### src/design/wm8960_i2c_pkg.sv
package wm8960_i2c_pkg;

  // field lengths of one codec frame
  localparam int DEV_ADDR_BITS = 7;
  localparam int REG_ADDR_BITS = 7;
  localparam int DATA_LOW_BITS = 8;

  typedef logic [DEV_ADDR_BITS-1:0] dev_addr_t;
  typedef logic [REG_ADDR_BITS-1:0] reg_addr_t;
  typedef logic [DATA_LOW_BITS:0]   reg_data_t;
  // bit 0 is the first acknowledge slot
  typedef logic [2:0]               ack_vec_t;
  // device address, rd_wr, register address, 9 data bits
  typedef logic [DEV_ADDR_BITS+REG_ADDR_BITS+DATA_LOW_BITS+1:0] frame_t;
  typedef logic [15:0]              delay_t;
  typedef logic [3:0]               bit_count_t;

  typedef enum logic [1:0] {
    cmd_start,
    cmd_stop,
    cmd_write,
    cmd_read
  } bit_cmd_t;

  typedef enum logic [3:0] {
    st_idle,
    st_start,
    st_dev_addr,
    st_rd_wr,
    st_ack,
    st_reg_addr,
    st_data_msb,
    st_data_low,
    st_stop,
    st_respond
  } seq_state_t;

endpackage
### src/design/wm8960_i2c_master.sv
`timescale 1ns/1ps

module wm8960_i2c_master #(
  // must be even and at least 2
  parameter int CLK_DIVIDER = 10
) (
  input  logic                       clk,
  input  logic                       rst_n,

  input  wm8960_i2c_pkg::dev_addr_t  req_dev_addr,
  input  logic                       req_rd_wr,
  input  wm8960_i2c_pkg::reg_addr_t  req_reg_addr,
  input  wm8960_i2c_pkg::reg_data_t  req_reg_data,
  input  logic                       req_valid,
  output logic                       req_ready,

  input  logic                       sda_in,
  output logic                       sda_pull_low,
  output logic                       sclk,

  output wm8960_i2c_pkg::reg_data_t  rsp_reg_data,
  output wm8960_i2c_pkg::ack_vec_t   rsp_acks,
  output logic                       rsp_valid,
  input  logic                       rsp_ready
);

  import wm8960_i2c_pkg::*;

  logic     bit_start;
  bit_cmd_t bit_cmd;
  logic     bit_done;
  logic     bit_sample;
  logic     tx_bit;
  logic     rd_wr;
  logic     capture;
  logic     tx_shift;
  logic     rx_shift;
  logic     ack_store;

  i2c_frame_sequencer u_sequencer (
    .clk       (clk),
    .rst_n     (rst_n),
    .req_valid (req_valid),
    .req_ready (req_ready),
    .rsp_ready (rsp_ready),
    .rsp_valid (rsp_valid),
    .rd_wr     (rd_wr),
    .bit_start (bit_start),
    .bit_cmd   (bit_cmd),
    .bit_done  (bit_done),
    .capture   (capture),
    .tx_shift  (tx_shift),
    .rx_shift  (rx_shift),
    .ack_store (ack_store)
  );

  i2c_bit_driver #(
    .CLK_DIVIDER (CLK_DIVIDER)
  ) u_bit_driver (
    .clk          (clk),
    .rst_n        (rst_n),
    .bit_start    (bit_start),
    .bit_cmd      (bit_cmd),
    .tx_bit       (tx_bit),
    .sda_in       (sda_in),
    .bit_done     (bit_done),
    .bit_sample   (bit_sample),
    .sclk         (sclk),
    .sda_pull_low (sda_pull_low)
  );

  i2c_frame_register u_frame_register (
    .clk          (clk),
    .rst_n        (rst_n),
    .capture      (capture),
    .req_dev_addr (req_dev_addr),
    .req_rd_wr    (req_rd_wr),
    .req_reg_addr (req_reg_addr),
    .req_reg_data (req_reg_data),
    .tx_shift     (tx_shift),
    .rx_shift     (rx_shift),
    .ack_store    (ack_store),
    .bit_sample   (bit_sample),
    .tx_bit       (tx_bit),
    .rd_wr        (rd_wr),
    .rsp_reg_data (rsp_reg_data),
    .rsp_acks     (rsp_acks)
  );

endmodule

### src/design/i2c_frame_register.sv
`timescale 1ns/1ps

module i2c_frame_register (
  input  logic                       clk,
  input  logic                       rst_n,
  input  logic                       capture,
  input  wm8960_i2c_pkg::dev_addr_t  req_dev_addr,
  input  logic                       req_rd_wr,
  input  wm8960_i2c_pkg::reg_addr_t  req_reg_addr,
  input  wm8960_i2c_pkg::reg_data_t  req_reg_data,
  input  logic                       tx_shift,
  input  logic                       rx_shift,
  input  logic                       ack_store,
  input  logic                       bit_sample,
  output logic                       tx_bit,
  output logic                       rd_wr,
  output wm8960_i2c_pkg::reg_data_t  rsp_reg_data,
  output wm8960_i2c_pkg::ack_vec_t   rsp_acks
);

  import wm8960_i2c_pkg::*;

  frame_t     tx_frame;
  logic [1:0] ack_idx;

  // msb first on the wire
  assign tx_bit = tx_frame[$bits(frame_t)-1];

  always_ff @(posedge clk or negedge rst_n) begin
    if (!rst_n) begin
      rd_wr   <= 1'b0;
      ack_idx <= '0;
    end else begin
      if (capture) begin
        rd_wr   <= req_rd_wr;
        ack_idx <= '0;
      end else if (ack_store) begin
        ack_idx <= ack_idx + 1'b1;
      end
    end
  end

  always_ff @(posedge clk) begin
    if (capture) begin
      tx_frame <= {req_dev_addr, req_rd_wr, req_reg_addr, req_reg_data};
    end else if (tx_shift) begin
      tx_frame <= {tx_frame[$bits(frame_t)-2:0], 1'b0};
    end
  end

  // read data stays zero for writes
  always_ff @(posedge clk) begin
    if (capture) begin
      rsp_reg_data <= '0;
    end else if (rx_shift) begin
      rsp_reg_data <= {rsp_reg_data[DATA_LOW_BITS-1:0], bit_sample};
    end
  end

  // slot is acked when sda was low
  always_ff @(posedge clk) begin
    if (capture) begin
      rsp_acks <= '0;
    end else if (ack_store) begin
      rsp_acks[ack_idx] <= ~bit_sample;
    end
  end

endmodule

### src/design/i2c_bit_driver.sv
`timescale 1ns/1ps

module i2c_bit_driver #(
  parameter int CLK_DIVIDER = 10
) (
  input  logic                      clk,
  input  logic                      rst_n,
  input  logic                      bit_start,
  input  wm8960_i2c_pkg::bit_cmd_t  bit_cmd,
  input  logic                      tx_bit,
  input  logic                      sda_in,
  output logic                      bit_done,
  output logic                      bit_sample,
  output logic                      sclk,
  output logic                      sda_pull_low
);

  import wm8960_i2c_pkg::*;

  localparam delay_t HALF_WAIT = delay_t'(CLK_DIVIDER / 2 - 1);
  localparam delay_t FULL_WAIT = delay_t'(CLK_DIVIDER - 1);

  logic       busy;
  logic [2:0] phase;
  delay_t     delay_cnt;
  bit_cmd_t   cmd_q;

  always_ff @(posedge clk or negedge rst_n) begin
    if (!rst_n) begin
      busy         <= 1'b0;
      phase        <= '0;
      delay_cnt    <= '0;
      cmd_q        <= cmd_start;
      bit_done     <= 1'b0;
      bit_sample   <= 1'b1;
      sclk         <= 1'b1;
      sda_pull_low <= 1'b0;
    end else begin
      bit_done <= 1'b0;
      if (!busy) begin
        if (bit_start) begin
          busy  <= 1'b1;
          cmd_q <= bit_cmd;
          phase <= 3'd1;
          case (bit_cmd)
            cmd_start: begin
              sclk         <= 1'b1;
              sda_pull_low <= 1'b0;
              delay_cnt    <= FULL_WAIT;
            end
            cmd_stop: begin
              sclk         <= 1'b0;
              sda_pull_low <= 1'b1;
              delay_cnt    <= FULL_WAIT;
            end
            // data bits start with half a period of setup
            default: begin
              delay_cnt <= HALF_WAIT;
            end
          endcase
        end
      end else if (delay_cnt != '0) begin
        delay_cnt <= delay_cnt - 1'b1;
      end else begin
        phase <= phase + 3'd1;
        case (cmd_q)
          cmd_start: begin
            if (phase == 3'd1) begin
              // sda falls while sclk is high
              sda_pull_low <= 1'b1;
              delay_cnt    <= FULL_WAIT;
            end else begin
              sclk     <= 1'b0;
              busy     <= 1'b0;
              bit_done <= 1'b1;
            end
          end
          cmd_stop: begin
            case (phase)
              3'd1: begin
                sclk      <= 1'b1;
                delay_cnt <= FULL_WAIT;
              end
              3'd2: begin
                // sda rises while sclk is high
                sda_pull_low <= 1'b0;
                delay_cnt    <= FULL_WAIT;
              end
              default: begin
                busy     <= 1'b0;
                bit_done <= 1'b1;
              end
            endcase
          end
          cmd_write: begin
            case (phase)
              3'd1: begin
                sda_pull_low <= ~tx_bit;
                delay_cnt    <= HALF_WAIT;
              end
              3'd2: begin
                sclk      <= 1'b1;
                delay_cnt <= FULL_WAIT;
              end
              default: begin
                sclk     <= 1'b0;
                busy     <= 1'b0;
                bit_done <= 1'b1;
              end
            endcase
          end
          cmd_read: begin
            case (phase)
              3'd1: begin
                sda_pull_low <= 1'b0;
                delay_cnt    <= HALF_WAIT;
              end
              3'd2: begin
                sclk      <= 1'b1;
                delay_cnt <= HALF_WAIT;
              end
              3'd3: begin
                // middle of the high phase
                bit_sample <= sda_in;
                delay_cnt  <= HALF_WAIT;
              end
              default: begin
                sclk     <= 1'b0;
                busy     <= 1'b0;
                bit_done <= 1'b1;
              end
            endcase
          end
          default: begin
            busy <= 1'b0;
          end
        endcase
      end
    end
  end

endmodule

### src/design/i2c_frame_sequencer.sv
`timescale 1ns/1ps

module i2c_frame_sequencer (
  input  logic                      clk,
  input  logic                      rst_n,
  input  logic                      req_valid,
  output logic                      req_ready,
  input  logic                      rsp_ready,
  output logic                      rsp_valid,
  input  logic                      rd_wr,
  output logic                      bit_start,
  output wm8960_i2c_pkg::bit_cmd_t  bit_cmd,
  input  logic                      bit_done,
  output logic                      capture,
  output logic                      tx_shift,
  output logic                      rx_shift,
  output logic                      ack_store
);

  import wm8960_i2c_pkg::*;

  seq_state_t state;
  bit_count_t bit_cnt;
  logic [1:0] ack_cnt;
  logic       wait_done;
  logic       bus_state;
  logic       data_state;

  assign bus_state  = (state != st_idle) && (state != st_respond);
  assign data_state = (state == st_data_msb) || (state == st_data_low);

  // one start per bus state, then wait for the driver
  assign bit_start = bus_state && !wait_done;
  assign capture   = req_valid && req_ready;

  assign tx_shift  = bit_done && ((state == st_dev_addr) || (state == st_rd_wr) ||
                                  (state == st_reg_addr) || (data_state && !rd_wr));
  assign rx_shift  = bit_done && data_state && rd_wr;
  assign ack_store = bit_done && (state == st_ack);

  always_comb begin
    case (state)
      st_start:    bit_cmd = cmd_start;
      st_stop:     bit_cmd = cmd_stop;
      st_ack:      bit_cmd = cmd_read;
      st_data_msb: bit_cmd = rd_wr ? cmd_read : cmd_write;
      st_data_low: bit_cmd = rd_wr ? cmd_read : cmd_write;
      default:     bit_cmd = cmd_write;
    endcase
  end

  always_ff @(posedge clk or negedge rst_n) begin
    if (!rst_n) begin
      state     <= st_idle;
      bit_cnt   <= '0;
      ack_cnt   <= '0;
      wait_done <= 1'b0;
      req_ready <= 1'b0;
      rsp_valid <= 1'b0;
    end else begin
      if (bit_start) begin
        wait_done <= 1'b1;
      end
      if (bit_done) begin
        wait_done <= 1'b0;
      end
      case (state)
        st_idle: begin
          if (req_valid && req_ready) begin
            req_ready <= 1'b0;
            bit_cnt   <= '0;
            ack_cnt   <= '0;
            state     <= st_start;
          end else begin
            req_ready <= 1'b1;
          end
        end
        st_start: begin
          if (bit_done) begin
            state <= st_dev_addr;
          end
        end
        st_dev_addr: begin
          if (bit_done) begin
            if (bit_cnt == bit_count_t'(DEV_ADDR_BITS - 1)) begin
              bit_cnt <= '0;
              state   <= st_rd_wr;
            end else begin
              bit_cnt <= bit_cnt + 1'b1;
            end
          end
        end
        st_rd_wr: begin
          if (bit_done) begin
            state <= st_ack;
          end
        end
        st_ack: begin
          if (bit_done) begin
            ack_cnt <= ack_cnt + 1'b1;
            // slot order picks the next field
            case (ack_cnt)
              2'd0:    state <= st_reg_addr;
              2'd1:    state <= st_data_low;
              default: state <= st_stop;
            endcase
          end
        end
        st_reg_addr: begin
          if (bit_done) begin
            if (bit_cnt == bit_count_t'(REG_ADDR_BITS - 1)) begin
              bit_cnt <= '0;
              state   <= st_data_msb;
            end else begin
              bit_cnt <= bit_cnt + 1'b1;
            end
          end
        end
        st_data_msb: begin
          if (bit_done) begin
            state <= st_ack;
          end
        end
        st_data_low: begin
          if (bit_done) begin
            if (bit_cnt == bit_count_t'(DATA_LOW_BITS - 1)) begin
              bit_cnt <= '0;
              state   <= st_ack;
            end else begin
              bit_cnt <= bit_cnt + 1'b1;
            end
          end
        end
        st_stop: begin
          if (bit_done) begin
            rsp_valid <= 1'b1;
            state     <= st_respond;
          end
        end
        st_respond: begin
          // hold the response until taken
          if (rsp_valid && rsp_ready) begin
            rsp_valid <= 1'b0;
            req_ready <= 1'b1;
            state     <= st_idle;
          end
        end
        default: begin
          state <= st_idle;
        end
      endcase
    end
  end

endmodule

### config.mk
export PLATFORM = sky130hd
export DESIGN_NAME = wm8960_i2c_master
export DESIGN_NICKNAME = d
export VERILOG_FILES = /design/src/design/wm8960_i2c_pkg.sv /design/src/design/wm8960_i2c_master.sv /design/src/design/i2c_frame_register.sv /design/src/design/i2c_bit_driver.sv /design/src/design/i2c_frame_sequencer.sv
export SDC_FILE = /design/constraint.sdc
export NUM_CORES = 1
export LEC_CHECK = 0
export BUFFER_PORTS_ARGS = -buffer_cell sky130_fd_sc_hd__buf_2
export CAP_MARGIN = 20
export CORE_MARGIN = 4
export CORE_UTILIZATION = 45
export DETAILED_ROUTE_END_ITERATION = 10
export MAX_ROUTING_LAYER = met4
export PLACE_DENSITY_LB_ADDON = 0.25
export RECOVER_POWER = 25
export SYNTH_ARGS = -nofsm -noshare
export SYNTH_HDL_FRONTEND = slang
export SYNTH_HIERARCHICAL = 1
export SYNTH_SLANG_ARGS = --single-unit
### constraint.sdc
create_clock -name clk -period 4.3 [get_ports clk]
set_input_delay 0.43 -clock clk [delete_from_list [all_inputs] [get_ports clk]]
set_output_delay 0.43 -clock clk [all_outputs]
set_load 0.05 [all_outputs]
==> results of run 1 <==
-- stage by stage --
stage                     util (%)  hold slack [ns]  cell area (sq um)
after global routing          50.3            0.311               4890
after floorplan                  -            0.134               4460
final                         50.3            0.315               4890
after detailed placement      48.3            0.484               4700
after global placement        48.3            0.479               4700
after CTS                     50.1            0.279               4870
-- registers in the layout (all words and copies together), names as in the netlist, 2 cells and up --
register and flops:
u_sequencer/state 4, u_frame_register/rsp_acks 3, u_bit_driver/cmd_q 2, u_bit_driver/delay_cnt 16, u_frame_register/ack_idx 2, u_frame_register/tx_frame 24
u_sequencer/ack_cnt 2, u_sequencer/bit_cnt 4, u_bit_driver/phase 3, u_frame_register/rsp_reg_data 9
-- cell type report --
type | instances | area (sq um) | share of cell area (%)
well taps | 133 | 166 | 3.40
clock buffers | 10 | 128 | 2.61
repair buffers | 48 | 248 | 5.07
clock inverters | 6 | 38.8 | 0.793
flip-flops and latches | 78 | 2010 | 41.2
inverters | 23 | 86.3 | 1.77
multi-input cells | 297 | 2210 | 45.2
-- routing by layer --
layer	routed length [um]	track usage [%]	vias up
met1	4310	22.4	1604
met3	225	3.30	9
li1	-	-	1633
met5	0	-	-
met2	4330	24.7	45
met4	100	4.33	0
-- logic make-up after synthesis --
| logic type | share of synthesized area (%) |
|---|---|
| compound gates | 17.1 |
| buf+inv | 5.25 |
| simple gates | 16.4 |
| fa+ha+maj | 4.77 |
| mux | 10.7 |
| flops | 45.2 |
| xor+xnor | 0.590 |
-- cell usage in the layout (no fill, tap or decap), drive strengths merged, types with 11 or more instances in the layout --
cell type	synthesis	routed
buf	13	44
dfrtp	40	40
nor2	33	33
nand2	32	32
mux2	26	26
edfxtp	24	24
inv	23	23
o21ai	23	23
a21oi	21	21
ha	17	17
clkbuf	9	13
a31oi	12	12
dfxtp	12	12
nand3	11	11
mux2i	11	11
nor3	11	11
-- final timing paths --
kind,cells after the start,slack [ns],to,start
min in group asynchronous,2,0.57,u_sequencer/req_ready,rst_n
worst min register to register,1,0.49,u_bit_driver/delay_cnt[15],u_bit_driver/delay_cnt[15]
max in group clk,8,1.79,u_bit_driver/sclk,u_sequencer/state[0]
worst max register to register,8,1.79,u_bit_driver/sclk,u_sequencer/state[0]
worst max-delay path,3,1.57,u_bit_driver/busy,rst_n
worst min-delay path,3,0.31,u_frame_register/rd_wr,req_rd_wr
-- worst min-delay path, stage by stage --
cell,delay [ns]
buf_2,0.08
nand2_1,0.05
o21ai_0,0.06
-- power groups by stage --
| stage | Clock [mW] | Combinational (mW) | Sequential (mW) |
|---|---|---|---|
| 2_1_floorplan | 0 | 0.00181 | 0.776 |
| 3_3_place_gp | 0 | 0.0232 | 0.776 |
| 3_5_place_dp | 0 | 0.0240 | 0.776 |
| 4_1_cts | 0.501 | 0.0240 | 0.760 |
| 5_1_grt | 0.529 | 0.0271 | 0.760 |
| 6_report | 0.475 | 0.0235 | 0.760 |
-- what timing repair did --
item                      4_1_cts  5_1_grt
hold endpoints to repair        0        8
hold buffers                    0        1
gates resized for setup         0        0
==> flow_summary.toml, run 1 <==
[status]
status = "complete, but fails checks"
violations = "max-capacitance violations, max-slew violations"

[critical_path]
crit_family = "buffers and inverters"
critical_path.max_fanout = 34
cp_common_cell = "clkbuf_1"
max_stage_delay_ns = 1.40
critPathArrivalTime_ns = 2.82
endpoint_kind = "asynchronous set/reset pin"
worst-setup-path-type = "input port to asynchronous set/reset pin"
cp_cell_sequence = "dlygate4sd3_1 > clkbuf_1 > clkbuf_1"
worstPathRequired_ns = 4.39
cpMaxStageDelayCell = "clkbuf_1"
path_buf_inv = 3
start_kind = "input port"

[timing]
slew_violations = 35
grt_setup_unrepaired = "false"
finalCriticalPeriod_ns = 2.73
final.setup.tns_ns = 0
max_freq_ghz = 0.367
setup_viol = 0
hold_violations = 0
worstMarginPinSlew_ns = 1.89
fin_skew_ns = 0.00781
fin_crit_sh_pct = 63.5
relSlewSlack_pct = -25.7
worst_slack_ns = 1.57

[global_routing]
grt_first_pass_wirelength_mm = 14.9
overflow = 0
antenna_found_initial = 0
grt_pass1_vias = 3070
grt_max_degree = 44
grtUsageTotal_pct = 16.3

[detailed_routing]
wl_mm = 8.97
vias = 3291
drt_iter0_drc = 180
dr.pass1.iters = 4
wl_per_cell_um = 15.1
drcViolationCount = 0
ant_nets = 0
viasPerCell = 5.53

[flow_run]
cap_violations = 1

[synth]
yosysTopAreaCell = "dfrtp_1"
synth-seq-cells = 78
avgSynthCellArea_sq_um = 10.6
yosysSeqAreaShare_pct = 45.2
ys.flop_type = "dfrtp_1"
synth_top_area_share_pct = 22.5
synth_area_leaders = "dfrtp_1 22%, edfxtp_1 16%, mux2_4 6.7%, dfxtp_1 5.4%, ha_1 4.8%"
netlist_area_sq_mm = 0.00446
synth_commonest_cells = "40 x dfrtp_1, 32 x nand2_1, 31 x nor2_1, 24 x edfxtp_1, 23 x inv_1"
synth_warnings = 6
synth-edff-count = 24
syn_inst = 420
synth.distinct_cells = 73
synth_most_common_cell = "dfrtp_1"
async_reset_ff_share_pct = 53.8
synth_nets = 466

[cts]
clock_latency_ns = 0.34
cts_sinks = 78
clk_pin_slew_worst_paths_ns = 0.08
cts_setup_buffers = 0
cts_tree = "yes"
clk_path_buf_depth = 2
cts_inserted_buffers = 9
htree_levels = 3
root_buffer = "clkbuf_8"

[floorplanning]
ios = 45
start_util_pct = 45.8
die-width_um = 108
rows = 36
die_h_um = 108
coreArea_sq_mm = 0.00973
dieArea_sq_mm = 0.0116

[place]
gp_congestion = 0.825
io_buffers = 44
post-place-cells = 576
dp_slack_ns = 1.74
place_hpwl_mm = 6.17

[final_layout]
nFillCells = 923
fin_cells = 595
diodes = 0
drive_gt1_share_pct = 23.8
synthToLayoutAreaGrowth_pct = 9.71
finish.net_count = 503

[min_path]
min-delay-path-class = "input port to flip-flop"

[pwr]
p_per_area_mw_per_mm2 = 257
power_switching_share_pct = 22.3
p_leak_nw = 2.01
switchingPower_uw = 281
p_int_uw = 978
combPwrFrac_pct = 1.9
power_mw = 1.26
ir_drop_mv = 0.151
clkPwrFrac_pct = 37.7
p_seq_share_pct = 60.4
(Power assumes the default switching activity.)
==> inputs of run 2 (changes only) <==
==> constraint.sdc (replaced) <==
create_clock -name clk -period 2.7 [get_ports clk]
set_input_delay 0.27 -clock clk [delete_from_list [all_inputs] [get_ports clk]]
set_output_delay 0.27 -clock clk [all_outputs]
set_load 0.05 [all_outputs]
==> flow_summary.toml, run 2 (synthesized netlist as in run 1, its figures left out) <==
[timing]
fin_crit_sh_pct = 88.2
hold_violations = 0
final.setup.tns_ns = 0
holdWs_ns = 0.162
worst_slack_ns = 0.318
finalCriticalPeriod_ns = 2.38
max_freq_ghz = 0.420
fin_skew_ns = 0.00915
relSlewSlack_pct = 8.99
worstMarginPinSlew_ns = 1.37
setup_viol = 0
grt_setup_unrepaired = "false"
slew_violations = 0

[critical_path]
cp_cell_sequence = "inv_1 > ha_1 > nor4b_2 > nand4_1 > a211oi_2 > nor2_2 > a31oi_1"
critical_path.max_fanout = 5
r2r_start = "u_bit_driver/delay_cnt[0]"
worst-setup-path-type = "flip-flop to flip-flop"
start_kind = "flip-flop"
cpMaxStageDelayCell = "a211oi_2"
worstPathRequired_ns = 2.97
worstSetupStartpoint = "u_bit_driver/delay_cnt[0]"
max_stage_delay_ns = 0.54
endpoint_kind = "flip-flop"
critPathArrivalTime_ns = 2.65

[detailed_routing]
wl_mm = 9.34
dr.pass1.iters = 4
drt_iter0_drc = 204
drcViolationCount = 0
wl_per_cell_um = 15.5
viasPerCell = 5.50
ant_nets = 0
vias = 3321

[status]
status = "finished, final reports clean"

[pwr]
p_per_area_mw_per_mm2 = 421
ir_drop_mv = 0.283
p_leak_nw = 2.08

[cts]
cts_tree = "yes"
cts_sinks = 78
root_buffer = "clkbuf_8"
clk_pin_slew_worst_paths_ns = 0.08
clk_path_buf_depth = 2
htree_levels = 3
cts_setup_buffers = 0
clock_latency_ns = 0.35
cts_inserted_buffers = 9

[final_layout]
layout_commonest_cell = "buf_2"
reg_top3 = "u_frame_register/tx_frame x24, u_bit_driver/delay_cnt x16, u_frame_register/rsp_reg_data x9"
finish.net_count = 512
largest_reg_flops = 24
mostFrequentLayoutCells = "43 x buf_2, 40 x dfrtp_1, 32 x nand2_1"
diodes = 0
synthToLayoutAreaGrowth_pct = 12.5
max_flop_register = "u_frame_register/tx_frame"
drive_gt1_share_pct = 25.7

[global_routing]
grt_pass1_vias = 3218
grt_max_degree = 43
grtUsageTotal_pct = 17.1
grt_first_pass_wirelength_mm = 15.6
overflow = 0
antenna_found_initial = 0

[floorplanning]
die-width_um = 108
coreArea_sq_mm = 0.00973
rows = 36
start_util_pct = 45.8
die_h_um = 108
ios = 45
dieArea_sq_mm = 0.0116

[flow_run]
cap_violations = 0

[place]
dp_slack_ns = 0.371
io_buffers = 44
gp_congestion = 0.870
place_hpwl_mm = 6.59

[min_path]
min_from = "sda_in"
min-delay-path-class = "input port to flip-flop"
## run 2: cell types whose count changed in the layout (fill, tap and decap cells not counted)
cell	delta
clkinv_2	-3
buf_16	+1
inv_6	+1
buf_4	+10
clkbuf_4	-1
inv_8	+1
clkinv_4	+1
clkbuf_16	+1
clkbuf_1	-2
## run 2: critical path, delay by kind of cell (launching register included)
family / cells / cell delay [ns]
buffers and inverters: 1 / 0.10
AND/OR/NAND/NOR: 3 / 0.80
adder cells (fa/ha/maj): 1 / 0.22
AO/OA/AOI/OAI: 2 / 0.74
flip-flops: 1 / 0.43
## run 2: timing repair
action | in CTS | in global routing
endpoints found under the hold margin | 0 | 21
hold buffers | 0 | 1
resized for setup | 0 | 0
## run 2: worst paths after layout
check	to	slack, ns	depth (start not counted)
max	u_bit_driver/delay_cnt[14]	0.32	7
min	u_bit_driver/bit_sample	0.16	2
max reg2reg	u_bit_driver/delay_cnt[14]	0.32	7
min reg2reg	u_bit_driver/delay_cnt[15]	0.49	1
max in group asynchronous	u_bit_driver/bit_sample	1.13	3
min in group asynchronous	u_sequencer/bit_cnt[3]	0.75	2
## run 2: metal layers
layer	track usage (%)	vias up	part of all wire (%)
met4	4.06	0	0.91
met3	3.36	9	3.2
met1	23.7	1616	49
met2	26.2	60	47
met5	-	-	0
li1	-	1636	-
## run 2: per-stage QoR
stage / utilization [%] / area [sq um] / total power, mW / instances
detailed placement: 49.1 / 4780 / 1.27 / 586
finish: 51.6 / 5020 / 2.11 / 604
global placement: 49.1 / 4780 / 1.27 / 586
floorplan: - / 4460 / 1.24 / 420
global route: 51.6 / 5020 / 2.20 / 604
CTS: 51.2 / 4980 / 2.14 / 602
## run 2: cell type report
type                            count  area [sq um]
Fill cell                         914          4710
Multi-Input combinational cell    297          2210
Sequential cell                    78          2010
Timing Repair Buffer               57           339
Tap cell                          133           166
Clock buffer                       10           149
Inverter                           23          86.3
Clock inverter                      6          52.6
## run 2: power by group
part	switching [mW]	leakage (nW)	internal, mW	total (mW)
Clock	0.457	0.0961	0.402	0.859
Combinational	0.0207	1.22	0.0210	0.0417
Sequential	0.00115	0.763	1.21	1.21
==> inputs of run 3 (changes only) <==
--- a/config.mk
+++ b/config.mk
@@ -7,8 +7,8 @@
 export LEC_CHECK = 0
 export BUFFER_PORTS_ARGS = -buffer_cell sky130_fd_sc_hd__buf_2
 export CAP_MARGIN = 20
-export CORE_MARGIN = 4
 export CORE_UTILIZATION = 45
+export CTS_BUF_LIST = sky130_fd_sc_hd__clkbuf_8
 export DETAILED_ROUTE_END_ITERATION = 10
 export MAX_ROUTING_LAYER = met4
 export PLACE_DENSITY_LB_ADDON = 0.25
==> flow_summary.toml, run 3 (synthesized netlist as in run 1, its figures left out) <==
[place]
io_buffers = 44
placed_area_sq_mm = 0.00479
post-place-cells = 584
dp_slack_ns = 0.435
place_hpwl_mm = 6.43
gp_congestion = 0.889

[timing]
worstMarginPinSlew_ns = 0.930
slew_violations = 0
fin_crit_sh_pct = 85.1
setup_viol = 0
holdWs_ns = 0.165
grt_setup_unrepaired = "false"
worst_slack_ns = 0.402
max_freq_ghz = 0.435
hold_violations = 0
final.setup.tns_ns = 0
relSlewSlack_pct = 38.0
fin_skew_ns = 0.00935
finalCriticalPeriod_ns = 2.30

[cts]
root_buffer = "clkbuf_8"
clock_latency_ns = 0.36
htree_levels = 3
cts_inserted_buffers = 9
clk_pin_slew_worst_paths_ns = 0.09
clk_path_buf_depth = 2
cts_tree = "yes"
cts_sinks = 78

[critical_path]
critical_path.max_fanout = 7
worst-setup-path-type = "flip-flop to flip-flop"
cp_cell_sequence = "inv_1 > ha_1 > nor4b_2 > and2_1 > a21oi_1 > buf_4 > and3_1 > a211o_1"
critPathArrivalTime_ns = 2.55
worst-r2r-cell-count = 8
start_kind = "flip-flop"
max_stage_delay_ns = 0.44
worstPathRequired_ns = 2.95
endpoint_kind = "flip-flop"
cpMaxStageDelayCell = "dfrtp_1"

[global_routing]
busiest_layer = "met2"
grtUsageTotal_pct = 20.0
grt_util_met2_pct = 30.4
use_met3_pct = 4.21
antenna_found_initial = 0
grt_use_met1_pct = 26.3
grt_first_pass_wirelength_mm = 15.4
grt_pass1_vias = 3173
grt_max_degree = 43
overflow = 0

[floorplanning]
die_h_um = 102
start_util_pct = 47.3
coreArea_sq_mm = 0.00942
dieArea_sq_mm = 0.0103
rows = 35
ios = 45
die-width_um = 102

[final_layout]
layout_commonest_cell = "buf_2"
finish.net_count = 514
synthToLayoutAreaGrowth_pct = 12.1
fin_util_pct = 53.1
reg_top3 = "u_frame_register/tx_frame x24, u_bit_driver/delay_cnt x16, u_frame_register/rsp_reg_data x9"
largest_reg_flops = 24
max_flop_register = "u_frame_register/tx_frame"
diodes = 0
drive_gt1_share_pct = 25.8
mostFrequentLayoutCells = "43 x buf_2, 40 x dfrtp_1, 32 x nand2_1"
fin_area_sq_mm = 0.00500
fin_cells = 602

[flow_run]
cap_violations = 0

[detailed_routing]
ant_nets = 0
drcViolationCount = 0
wl_mm = 9.30
dr.pass1.iters = 5
drt_iter0_drc = 209
viasPerCell = 5.56
wl_per_cell_um = 15.4
vias = 3349

[pwr]
power_mw = 2.14
ir_drop_mv = 0.291
p_per_area_mw_per_mm2 = 428
p_leak_nw = 2.09

[status]
status = "finished, final reports clean"

[min_path]
hold_depth = 2
min-delay-path-class = "input port to flip-flop"
==> run 3: cell count changes in the layout (fill, tap and decap cells not counted) <==
cell,delta
clkbuf_2,+1
inv_1,+1
clkinvlp_4,-2
bufinv_16,+1
clkinv_4,-2
buf_4,+2
inv_8,-1
inv_4,+3
inv_6,+1
buf_16,-1
clkbuf_16,-1
==> run 3: critical path: cells and delay by family, from the launching register on <==
family	cells	cell delay, ns
AOI/OAI and AO/OA	2	0.39
DFF	1	0.44
adders and majority gates	1	0.22
buffers and inverters	2	0.30
and+or+nand+nor	3	0.84
==> run 3: power by group <==
part           internal (mW)  switching, mW
registers               1.21       0.000968
clock network          0.432          0.457
logic                 0.0173         0.0202
==> run 3: area by class of cell <==
cell class                 count  area, sq um
timing repair buffer          59          332
sequential                    78         2010
clock inverter                 7         70.1
fill                         843         4420
multi-input combinational    297         2210
inverter                      23         86.3
tap                          129          161
clock buffer                   9          124
==> run 3: path summary, 6_finish.rpt <==
path | start | to | slack, ns
max in group asynchronous | rst_n | u_sequencer/bit_cnt[3] | 1.09
max | u_bit_driver/delay_cnt[0] | u_bit_driver/delay_cnt[5] | 0.40
min in group asynchronous | rst_n | u_bit_driver/delay_cnt[3] | 0.36
max reg2reg | u_bit_driver/delay_cnt[0] | u_bit_driver/delay_cnt[5] | 0.40
min reg2reg | u_bit_driver/delay_cnt[15] | u_bit_driver/delay_cnt[15] | 0.50
min | sda_in | u_bit_driver/bit_sample | 0.17
==> run 3: repair_timing <==
item                                   in CTS  in global routing
setup buffers                               0                  0
endpoints found under the hold margin       0                  7
hold buffers                                0                  1
gates resized for setup                     0                  0
==> run 3: layer usage <==
| layer | vias to the layer above | part of all wire [%] |
|---|---|---|
| met2 | 106 | 47 |
| met5 | - | 0 |
| met4 | 0 | 1.4 |
| li1 | 1645 | - |
| met3 | 14 | 5.1 |
| met1 | 1584 | 46 |
